[src/hw/lane_pkg.sv]
// Lane widths, opcodes, command and pipeline structs, APB structs, address map, opcode helpers
package lane_pkg;

	localparam int DATA_W = 32;
	localparam int NUM_REGS = 16;

	typedef logic [3:0] reg_idx_t;	// Bit 0 picks the bank
	typedef logic [$bits(reg_idx_t)-2:0] bank_idx_t;

	typedef enum logic [3:0] {
		NOP      = 4'd0,
		ADD      = 4'd1,
		SUB      = 4'd2,
		AND      = 4'd3,
		XOR      = 4'd4,
		MOVI     = 4'd5,
		CMPLT    = 4'd6,
		LANE_OFF = 4'd7,
		LANE_ON  = 4'd8
	} opcode_e;

	////////////////////////////////////////
	// Command word and pipeline payloads
	////////////////////////////////////////
	typedef struct packed {
		opcode_e opcode;
		logic masked;
		logic [2:0] spare;
		reg_idx_t dst;
		reg_idx_t src1;
		reg_idx_t src2;
		logic [11:0] imm;
	} cmd_t;

	typedef struct packed {
		logic valid;
		logic rd_only;	// Host register read
		cmd_t cmd;
	} issue_t;

	typedef struct packed {
		issue_t issue;
		logic [DATA_W-1:0] opnd_a;
		logic [DATA_W-1:0] opnd_b;
	} fetch_t;

	typedef struct packed {
		logic valid;
		logic rd_only;
		opcode_e opcode;
		reg_idx_t dst;
		logic masked;
		logic [DATA_W-1:0] data;
		logic cmp;
	} result_t;

	////////////////////////////////////////
	// APB
	////////////////////////////////////////
	typedef struct packed {
		logic psel;
		logic penable;
		logic pwrite;
		logic [7:0] paddr;
		logic [31:0] pwdata;
	} apb_req_t;

	typedef struct packed {
		logic pready;
		logic [31:0] prdata;
		logic pslverr;
	} apb_rsp_t;

	localparam logic [7:0] ADDR_CMD = 8'h00;
	localparam logic [7:0] ADDR_STATUS = 8'h04;
	localparam logic [7:0] ADDR_REG_BASE = 8'h40;	// Register i at base + 4*i

	// Two-source ops
	function automatic logic reads_srcs(opcode_e op);
		return op inside {ADD, SUB, AND, XOR, CMPLT};
	endfunction

	// Ops that own their dst until retire
	function automatic logic writes_reg(opcode_e op);
		return op inside {ADD, SUB, AND, XOR, MOVI, CMPLT};
	endfunction

endpackage

[src/hw/lane_apb_port.sv]
// APB slave for the lane: address decode, issue requests, register read return, status word
`timescale 1ns/1ps

module lane_apb_port import lane_pkg::*; #(
	parameter int DATA_W = lane_pkg::DATA_W,
	parameter int NUM_REGS = lane_pkg::NUM_REGS
) (
	input	logic					clock,
	input	logic					reset,
	input	apb_req_t				apb_req,
	output	apb_rsp_t				apb_rsp,
	output	issue_t					req,
	input	logic					accept,
	input	logic					read_done,
	input	logic [DATA_W-1:0]		read_data,
	input	logic					lane_en,
	input	logic					busy,
	input	logic [NUM_REGS-1:0]	mask
);

	logic access;
	logic [7:0] reg_off;
	logic hit_cmd;
	logic hit_status;
	logic hit_reg;
	logic rd_pending;	// Register read in the pipeline
	logic [31:0] status;

	assign access = apb_req.psel & apb_req.penable;
	assign reg_off = apb_req.paddr - ADDR_REG_BASE;

	// Address map
	assign hit_cmd = apb_req.pwrite & (apb_req.paddr == ADDR_CMD);
	assign hit_status = ~apb_req.pwrite & (apb_req.paddr == ADDR_STATUS);
	assign hit_reg = ~apb_req.pwrite & (apb_req.paddr >= ADDR_REG_BASE) &
		(reg_off < 8'(4 * NUM_REGS)) & (reg_off[1:0] == 2'b00);

	always_comb begin
		req = '0;
		if (hit_cmd) begin
			req.valid = access;
			req.cmd = cmd_t'(apb_req.pwdata);
		end else if (hit_reg) begin
			// Read goes down the pipe as a source-only item
			req.valid = access & ~rd_pending;
			req.rd_only = 1'b1;
			req.cmd.opcode = NOP;
			req.cmd.src1 = reg_idx_t'(reg_off[7:2]);
		end
	end

	always_ff @(posedge clock) begin
		if (reset) begin
			rd_pending <= 1'b0;
		end else if (req.valid & req.rd_only & accept) begin
			rd_pending <= 1'b1;
		end else if (read_done) begin
			rd_pending <= 1'b0;
		end
	end

	always_comb begin
		status = '0;
		status[0] = lane_en;
		status[1] = busy;
		status[16 +: NUM_REGS] = mask;
	end

	always_comb begin
		apb_rsp = '0;
		if (access) begin
			if (hit_cmd) begin
				apb_rsp.pready = accept;
			end else if (hit_status) begin
				apb_rsp.pready = 1'b1;
				apb_rsp.prdata = status;
			end else if (hit_reg) begin
				apb_rsp.pready = rd_pending & read_done;
				apb_rsp.prdata = 32'(read_data);
			end else begin
				apb_rsp.pready = 1'b1;	// Unmapped or wrong direction
				apb_rsp.pslverr = 1'b1;
			end
		end
	end

endmodule

[src/hw/lane_core.sv]
// Lane top level: APB port, issue, operand fetch with even and odd banks, execute, write-back
`timescale 1ns/1ps

module lane_core import lane_pkg::*; #(
	parameter int DATA_W = lane_pkg::DATA_W,
	parameter int NUM_REGS = lane_pkg::NUM_REGS
) (
	input	logic		clock,
	input	logic		reset,
	input	apb_req_t	apb_req,
	output	apb_rsp_t	apb_rsp
);

	issue_t req;
	issue_t issued;
	logic accept;
	logic busy;
	fetch_t fetched;
	result_t result;
	logic retire;
	reg_idx_t retire_dst;
	logic read_done;
	logic [DATA_W-1:0] read_data;
	logic lane_en;
	logic [NUM_REGS-1:0] mask;

	bank_idx_t even_rd_idx_a;
	bank_idx_t even_rd_idx_b;
	bank_idx_t odd_rd_idx_a;
	bank_idx_t odd_rd_idx_b;
	logic [DATA_W-1:0] even_rd_data_a;
	logic [DATA_W-1:0] even_rd_data_b;
	logic [DATA_W-1:0] odd_rd_data_a;
	logic [DATA_W-1:0] odd_rd_data_b;
	logic even_wr_en;
	logic odd_wr_en;
	bank_idx_t even_wr_idx;
	bank_idx_t odd_wr_idx;
	logic [DATA_W-1:0] even_wr_data;
	logic [DATA_W-1:0] odd_wr_data;

	////////////////////////////////////////
	// Host side
	////////////////////////////////////////
	lane_apb_port #(.DATA_W(DATA_W), .NUM_REGS(NUM_REGS)) u_apb_port (.*);

	lane_issue #(.NUM_REGS(NUM_REGS)) u_issue (.*);

	////////////////////////////////////////
	// Operands and execute
	////////////////////////////////////////
	lane_operand_fetch u_operand_fetch (.*);

	lane_reg_bank #(.DATA_W(DATA_W), .DEPTH(NUM_REGS / 2)) u_bank_even (
		.clock		(clock),
		.reset		(reset),
		.rd_idx_a	(even_rd_idx_a),
		.rd_idx_b	(even_rd_idx_b),
		.rd_data_a	(even_rd_data_a),
		.rd_data_b	(even_rd_data_b),
		.wr_en		(even_wr_en),
		.wr_idx		(even_wr_idx),
		.wr_data	(even_wr_data)
	);

	lane_reg_bank #(.DATA_W(DATA_W), .DEPTH(NUM_REGS / 2)) u_bank_odd (
		.clock		(clock),
		.reset		(reset),
		.rd_idx_a	(odd_rd_idx_a),
		.rd_idx_b	(odd_rd_idx_b),
		.rd_data_a	(odd_rd_data_a),
		.rd_data_b	(odd_rd_data_b),
		.wr_en		(odd_wr_en),
		.wr_idx		(odd_wr_idx),
		.wr_data	(odd_wr_data)
	);

	lane_exec u_exec (.*);

	lane_writeback #(.DATA_W(DATA_W), .NUM_REGS(NUM_REGS)) u_writeback (.*);	// Mask and enable

endmodule

[src/hw/lane_exec.sv]
// Execute stage: ALU, signed compare, result register
`timescale 1ns/1ps

module lane_exec import lane_pkg::*; (
	input	logic		clock,
	input	logic		reset,
	input	fetch_t		fetched,
	output	result_t	result
);

	logic [DATA_W-1:0] a;
	logic [DATA_W-1:0] b;
	logic [DATA_W-1:0] alu_out;
	logic cmp;

	assign a = fetched.opnd_a;
	assign b = fetched.opnd_b;
	assign cmp = $signed(a) < $signed(b);

	always_comb begin
		alu_out = '0;
		if (fetched.issue.rd_only) begin
			alu_out = a;	// Host read
		end else begin
			case (fetched.issue.cmd.opcode)
				ADD: alu_out = a + b;
				SUB: alu_out = a - b;
				AND: alu_out = a & b;
				XOR: alu_out = a ^ b;
				MOVI: alu_out = b;	// Immediate already in b
				CMPLT: alu_out = DATA_W'(cmp);
				default: alu_out = '0;
			endcase
		end
	end

	always_ff @(posedge clock) begin
		if (reset) begin
			result.valid <= 1'b0;
		end else begin
			result.valid <= fetched.issue.valid;
		end
		result.rd_only <= fetched.issue.rd_only;
		result.opcode <= fetched.issue.cmd.opcode;
		result.dst <= fetched.issue.cmd.dst;
		result.masked <= fetched.issue.cmd.masked;
		result.data <= alu_out;
		result.cmp <= cmp;
	end

endmodule

[src/hw/lane_issue.sv]
// Issue stage: register scoreboard, source hazard check, issue register
`timescale 1ns/1ps

module lane_issue import lane_pkg::*; #(
	parameter int NUM_REGS = lane_pkg::NUM_REGS
) (
	input	logic		clock,
	input	logic		reset,
	input	issue_t		req,
	output	logic		accept,
	output	issue_t		issued,
	input	logic		retire,
	input	reg_idx_t	retire_dst,
	output	logic		busy
);

	logic [NUM_REGS-1:0] pending;
	logic [NUM_REGS-1:0] set_bits;
	logic [NUM_REGS-1:0] clr_bits;
	logic use_srcs;
	logic hazard;
	logic req_writes;
	logic issued_writes;
	logic fetch_writes;	// Write in the fetch stage
	reg_idx_t fetch_dst;
	logic younger_hit;

	assign use_srcs = reads_srcs(req.cmd.opcode);
	assign hazard = ((use_srcs | req.rd_only) & pending[req.cmd.src1]) |
		(use_srcs & pending[req.cmd.src2]);
	assign accept = req.valid & ~hazard;

	assign req_writes = ~req.rd_only & writes_reg(req.cmd.opcode);
	assign issued_writes = issued.valid & ~issued.rd_only & writes_reg(issued.cmd.opcode);

	// A younger write to the same register keeps it pending
	assign younger_hit = (issued_writes & (issued.cmd.dst == retire_dst)) |
		(fetch_writes & (fetch_dst == retire_dst));

	always_comb begin
		set_bits = '0;
		clr_bits = '0;
		if (accept & req_writes) begin
			set_bits[req.cmd.dst] = 1'b1;
		end
		if (retire & ~younger_hit) begin
			clr_bits[retire_dst] = 1'b1;
		end
	end

	always_ff @(posedge clock) begin
		if (reset) begin
			pending <= '0;
			fetch_writes <= 1'b0;
			issued.valid <= 1'b0;
		end else begin
			pending <= (pending & ~clr_bits) | set_bits;	// Set wins
			fetch_writes <= issued_writes;
			issued.valid <= accept;
		end
		fetch_dst <= issued.cmd.dst;
		issued.rd_only <= req.rd_only;
		issued.cmd <= req.cmd;
	end

	assign busy = |pending;

endmodule

[src/hw/lane_operand_fetch.sv]
// Operand fetch: bank routing, read data select, immediate, fetch register
`timescale 1ns/1ps

module lane_operand_fetch import lane_pkg::*; (
	input	logic				clock,
	input	logic				reset,
	input	issue_t				issued,
	output	bank_idx_t			even_rd_idx_a,
	output	bank_idx_t			even_rd_idx_b,
	output	bank_idx_t			odd_rd_idx_a,
	output	bank_idx_t			odd_rd_idx_b,
	input	logic [DATA_W-1:0]	even_rd_data_a,
	input	logic [DATA_W-1:0]	even_rd_data_b,
	input	logic [DATA_W-1:0]	odd_rd_data_a,
	input	logic [DATA_W-1:0]	odd_rd_data_b,
	output	fetch_t				fetched
);

	logic [DATA_W-1:0] opnd_a;
	logic [DATA_W-1:0] opnd_b;
	logic [DATA_W-1:0] imm_ext;

	// src1 on port a, src2 on port b of both banks
	assign even_rd_idx_a = bank_idx_t'(issued.cmd.src1 >> 1);
	assign odd_rd_idx_a = bank_idx_t'(issued.cmd.src1 >> 1);
	assign even_rd_idx_b = bank_idx_t'(issued.cmd.src2 >> 1);
	assign odd_rd_idx_b = bank_idx_t'(issued.cmd.src2 >> 1);

	assign imm_ext = {{(DATA_W - 12){issued.cmd.imm[11]}}, issued.cmd.imm};

	assign opnd_a = issued.cmd.src1[0] ? odd_rd_data_a : even_rd_data_a;

	always_comb begin
		if (issued.cmd.opcode == MOVI) begin
			opnd_b = imm_ext;
		end else begin
			opnd_b = issued.cmd.src2[0] ? odd_rd_data_b : even_rd_data_b;
		end
	end

	always_ff @(posedge clock) begin
		if (reset) begin
			fetched.issue.valid <= 1'b0;
		end else begin
			fetched.issue.valid <= issued.valid;
		end
		fetched.issue.rd_only <= issued.rd_only;
		fetched.issue.cmd <= issued.cmd;
		fetched.opnd_a <= opnd_a;
		fetched.opnd_b <= opnd_b;
	end

endmodule

[src/hw/lane_reg_bank.sv]
// Register bank with two asynchronous read ports and one write port
`timescale 1ns/1ps

module lane_reg_bank #(
	parameter int DATA_W = 32,
	parameter int DEPTH = 8
) (
	input	logic						clock,
	input	logic						reset,
	input	logic [$clog2(DEPTH)-1:0]	rd_idx_a,
	input	logic [$clog2(DEPTH)-1:0]	rd_idx_b,
	output	logic [DATA_W-1:0]			rd_data_a,
	output	logic [DATA_W-1:0]			rd_data_b,
	input	logic						wr_en,
	input	logic [$clog2(DEPTH)-1:0]	wr_idx,
	input	logic [DATA_W-1:0]			wr_data
);

	logic [DATA_W-1:0] regs [DEPTH];

	// Registers start at zero
	always_ff @(posedge clock) begin
		if (reset) begin
			regs <= '{default: '0};
		end else if (wr_en) begin
			regs[wr_idx] <= wr_data;
		end
	end

	assign rd_data_a = regs[rd_idx_a];
	assign rd_data_b = regs[rd_idx_b];

endmodule

[src/hw/lane_writeback.sv]
// Write-back: lane enable, mask register, masked-write decision, bank write strobes, retire
`timescale 1ns/1ps

module lane_writeback import lane_pkg::*; #(
	parameter int DATA_W = lane_pkg::DATA_W,
	parameter int NUM_REGS = lane_pkg::NUM_REGS
) (
	input	logic					clock,
	input	logic					reset,
	input	result_t				result,
	output	logic					even_wr_en,
	output	bank_idx_t				even_wr_idx,
	output	logic [DATA_W-1:0]		even_wr_data,
	output	logic					odd_wr_en,
	output	bank_idx_t				odd_wr_idx,
	output	logic [DATA_W-1:0]		odd_wr_data,
	output	logic					retire,
	output	reg_idx_t				retire_dst,
	output	logic					read_done,
	output	logic [DATA_W-1:0]		read_data,
	output	logic					lane_en,
	output	logic [NUM_REGS-1:0]	mask
);

	logic cmd_live;	// Command that takes effect
	logic mask_ok;
	logic do_write;

	assign cmd_live = result.valid & ~result.rd_only & lane_en;
	assign mask_ok = ~result.masked | mask[result.dst];
	assign do_write = cmd_live & mask_ok & writes_reg(result.opcode) &
		(result.opcode != CMPLT);

	////////////////////////////////////////
	// Bank writes
	////////////////////////////////////////
	assign even_wr_en = do_write & ~result.dst[0];
	assign odd_wr_en = do_write & result.dst[0];
	assign even_wr_idx = bank_idx_t'(result.dst >> 1);
	assign odd_wr_idx = bank_idx_t'(result.dst >> 1);
	assign even_wr_data = result.data;
	assign odd_wr_data = result.data;

	// Retire even while disabled
	assign retire = result.valid & ~result.rd_only & writes_reg(result.opcode);
	assign retire_dst = result.dst;

	assign read_done = result.valid & result.rd_only;
	assign read_data = result.data;

	always_ff @(posedge clock) begin
		if (reset) begin
			lane_en <= 1'b1;
			mask <= '0;
		end else if (result.valid & ~result.rd_only) begin
			case (result.opcode)
				LANE_OFF: lane_en <= 1'b0;
				LANE_ON: lane_en <= 1'b1;
				CMPLT: begin
					if (lane_en) begin
						mask[result.dst] <= result.cmp;
					end
				end
				default: ;
			endcase
		end
	end

endmodule

[config.mk]
export PLATFORM = sky130hd
export DESIGN_NAME = lane_core
export DESIGN_NICKNAME = d
export VERILOG_FILES = /design/src/hw/lane_pkg.sv /design/src/hw/lane_apb_port.sv /design/src/hw/lane_core.sv /design/src/hw/lane_exec.sv /design/src/hw/lane_issue.sv /design/src/hw/lane_operand_fetch.sv /design/src/hw/lane_reg_bank.sv /design/src/hw/lane_writeback.sv
export SDC_FILE = /design/constraint.sdc
export NUM_CORES = 2
export LEC_CHECK = 0
export ABC_CLOCK_PERIOD_IN_PS = 8900
export BUFFER_PORTS_ARGS = -buffer_cell sky130_fd_sc_hd__buf_2
export CORE_UTILIZATION = 30
export CTS_CLUSTER_DIAMETER = 60
export DETAILED_ROUTE_END_ITERATION = 10
export SYNTH_ARGS = -nofsm -noshare
export SYNTH_HDL_FRONTEND = slang
export SYNTH_SLANG_ARGS = --single-unit
[constraint.sdc]
create_clock -name clock -period 8.9 [get_ports clock]
set_input_delay 0.89 -clock clock [delete_from_list [all_inputs] [get_ports clock]]
set_output_delay 0.89 -clock clock [all_outputs]
set_load 0.005 [all_outputs]
==> results.sh <==
export IMPL_final_setup_tns_ps=0
export IMPL_setup_violations=0
export IMPL_rsz0062_at_grt="no"
export IMPL_p_leak_nw=13.06
export IMPL_ios=79
export IMPL_antenna_cells=0
export IMPL_yosys_warnings=0
export IMPL_crit_path_top_delay_cell="nor3_1"
export IMPL_worst_slew_pin_slew_ps=1087
export IMPL_fin_cells=5564
export IMPL_cp_required_ps=8010
export IMPL_critPathBufInv=3
export IMPL_fin_crit_sh=0.5679
export IMPL_hpwl_um=73430
export IMPL_swShare=0.2177
export IMPL_yosys_area_top_type="dfxtp_1"
export IMPL_path_max_fanout=34
export IMPL_intPower_w=0.005258
export IMPL_grt_pass1_vias=29650
export IMPL_clock_power_share=0.523
export IMPL_drtIter0Drc=3797
export IMPL_fin_worst_skew_ps=22.71
export IMPL_drcViolationCount=0
export IMPL_cts_tree="done"
export IMPL_hold_violations=0
export IMPL_ys_types=73
export IMPL_grt_pass1_wl_um=190100
export IMPL_cts_sinks=697
export IMPL_die_w_um=349.1
export IMPL_timing_rr_start="u_operand_fetch.fetched[5]"
export IMPL_avgRoutedWirePerCell_um=23.00
export IMPL_coreArea_um2=118700
export IMPL_seq_area_um2=13980
export IMPL_max_cap_violations=0
export IMPL_synth_edf_count=0
export IMPL_syn_num_nets=4193
export IMPL_synth_top_cell_area_share=0.3861
export IMPL_fmax_mhz=197.9
export IMPL_synthArstFlopShare=0
export IMPL_dieArea_um2=121900
export IMPL_clockBufferDepth=3
export IMPL_power_frac_comb=0.013
export IMPL_ir_drop_mv=0.1388
export IMPL_p_switching_w=0.001463
export IMPL_synth_area_top_cells="dfxtp_1 39%, mux4_2 20%, nand2_1 12%"
export IMPL_start_util=0.3044
export IMPL_status="finished, final reports clean"
export IMPL_vias=31280
export IMPL_hold_class="flop to flop"
export IMPL_slew_viol_final=0
export IMPL_ys_ff_latch=697
export IMPL_worstSetupPathType="input pin to primary output"
export IMPL_crit_path_end_kind="primary output"
export IMPL_synth_avg_cell_area_um2=8.854
export IMPL_hold_worst_slack_ps=327.8
export IMPL_postRouteWirelength_um=128000
export IMPL_cp_arrival_ps=4160
export IMPL_antenna_found_initial=2
export IMPL_clk_latency_ps=640
export IMPL_cts_inserted_buffers=80
export IMPL_finalCriticalPeriod_ps=5054
export IMPL_synth_ff_type="dfxtp_1"
export IMPL_min_to="u_operand_fetch.fetched[91]"
export IMPL_critical_path_cell_chain="buf_2, nor3_1, and3_1, buf_4, a22o_1, mux4_2, mux2i_1, nor3_1, nor2_1, nand2_1, a221oi_1, buf_2"
export IMPL_cpPeakStageDelay_ps=690
export IMPL_place_congestion=0.9646
export IMPL_multi_input_area_um2=20440
export IMPL_ant_nets=0
export IMPL_cts_root_buffer="clkbuf_16"
export IMPL_cts_hold_buf=0
export IMPL_ff2ff_path_depth=11
export IMPL_syn2layout_area_growth_pct=11.96
export IMPL_placed_cells=5422
export IMPL_syn_area_um2=36140
export IMPL_fillers=12060
export IMPL_placementRows=126
export IMPL_synth_seq_area_share=0.3861
export IMPL_dr_pass1_iters=6
export IMPL_final_nets=4015
export IMPL_worstHoldPathCells=0
export IMPL_critPathTopFamily="simple AND/OR/NAND/NOR gates"
export IMPL_fin_util=0.3409
export IMPL_drive_above_1_share=0.1688
export IMPL_grt_start_max_net_pins=196
export IMPL_viasPerCell=5.622
export IMPL_io_buffers=75
export IMPL_p_seq_frac=0.465
export IMPL_timing_rr_end="u_exec.result[32]"
export IMPL_slew_headroom=0.2704
export IMPL_cts_max_level=3
export IMPL_cts_resized=0
export IMPL_grt_ovfl_total=0
export IMPL_postCtsSetupRepairBufs=0
export IMPL_die_y_um=349.1
export IMPL_start_kind="input pin"
export IMPL_min_from="u_issue.issued[27]"
export IMPL_clk_pin_slew_worst_paths_ps=60
export IMPL_r2r_slack_ps=4840
export IMPL_syn_inst=4082
export IMPL_grtUsageTotal=0.2054
export IMPL_powerDensity_nw_per_um2=166.1
==> worst max path at each step <==
stage | start | endpoint | slack, ps | cells after the start
3_5_place_dp | apb_req[33] | apb_rsp[33] | 3750 | 12
3_3_place_gp | apb_req[33] | apb_rsp[33] | 3730 | 12
6_report | apb_req[33] | apb_rsp[33] | 3850 | 12
2_1_floorplan | apb_req[35] | apb_rsp[33] | 4930 | 11
4_1_cts | apb_req[33] | apb_rsp[33] | 3740 | 12
5_1_grt | apb_req[33] | apb_rsp[33] | 3470 | 12
==> placed cells by master (no fill, tap or decap), drive strengths merged, types with 45 or more instances in the layout <==
cell type / count
clkbuf: 104
nand2: 1148
buf: 140
o21ai: 99
dfxtp: 697
nand3: 45
nor2: 117
inv: 98
a21oi: 618
ha: 64
mux4: 327
==> power groups by stage <==
stage          sequential, W  clock [W]  combinational [W]
3_3_place_gp         0.00319          0          0.0000833
4_1_cts              0.00312    0.00355          0.0000830
6_report             0.00312    0.00351          0.0000842
3_5_place_dp         0.00319          0          0.0000827
2_1_floorplan        0.00319          0          0.0000558
5_1_grt              0.00312    0.00367          0.0000890
==> state kept, by name, summed over array words and instances, names as in the netlist <==
register and flops:
u_apb_port.rd_pending 1, u_bank_even.regs 256, u_bank_odd.regs 256, u_exec.result 44
u_issue.fetch_writes 1, u_issue.issued 31, u_issue.pending 16, u_operand_fetch.fetched 75
u_writeback.lane_en 1, u_writeback.mask 16
==> final cells by class <==
| class | instances | share of cell area |
|---|---|---|
| multi-input combinational | 2891 | 0.5052 |
| tap | 1600 | 0.04947 |
| clock buffer | 104 | 0.05597 |
| inverter | 94 | 0.008720 |
| clock inverter | 38 | 0.01296 |
| sequential | 697 | 0.3455 |
| timing repair buffer | 140 | 0.02220 |
==> cell usage after synthesis (5+ instances only) <==
cell type  instances
a211oi_1           8
a21o_1            14
a21oi_1          618
a221o_1           11
a221oi_1          17
a222oi_1          10
a22oi_1           31
a31oi_1           15
and2_1            44
and3_1            22
and4_1             5
buf_1             33
clkbuf_1         364
dfxtp_1          697
ha_1              64
inv_1             94
mux2_2            16
mux2i_1           13
mux4_2           327
nand2_1         1148
nand2b_1          12
nand3_1           45
nand3b_1           5
nand4_1           11
nor2_1           117
nor2b_1           23
nor3_1            35
nor3b_1            5
nor4_1            15
o211ai_1          22
o21ai_0           84
o21ai_1           15
o21bai_1           8
o221ai_1           9
o22ai_1            6
o311ai_0           7
o31ai_1           11
or3_1              9
or4_1              6
xnor2_1            9
xor2_1             6
==> kinds of logic after synthesis <==
group                      count (synthesis)  synth area share
and+or+nand+nor                         1519            0.1748
xor gates and xnor gates                  15          0.003635
adders and majority gates                 66           0.02326
DFF                                      697            0.3861
muxes                                    356            0.2124
buffers and inverters                    494           0.05141
AOI/OAI and AO/OA                        935            0.1485
==> metrics by stage <==
stage | power, W | cell area, um2 | worst slack, ps
detailed placement | 0.003274 | 37670 | 3753
floorplan | 0.003246 | 36140 | 4928
CTS | 0.006754 | 40460 | 3737
finish | 0.006720 | 40460 | 3846
global route | 0.006878 | 40460 | 3470
global placement | 0.003275 | 37670 | 3735
==> routing by layer <==
metal  global-route usage  routed length (um)  vias up
met4              0.07671                4611        6
li1                     -                   -    14040
met2               0.3267               59290     1578
met3              0.04354               12540      329
met5                    0                  38        -
met1               0.2725               51490    15330
Note: power is estimated with default switching activity, not from simulation.
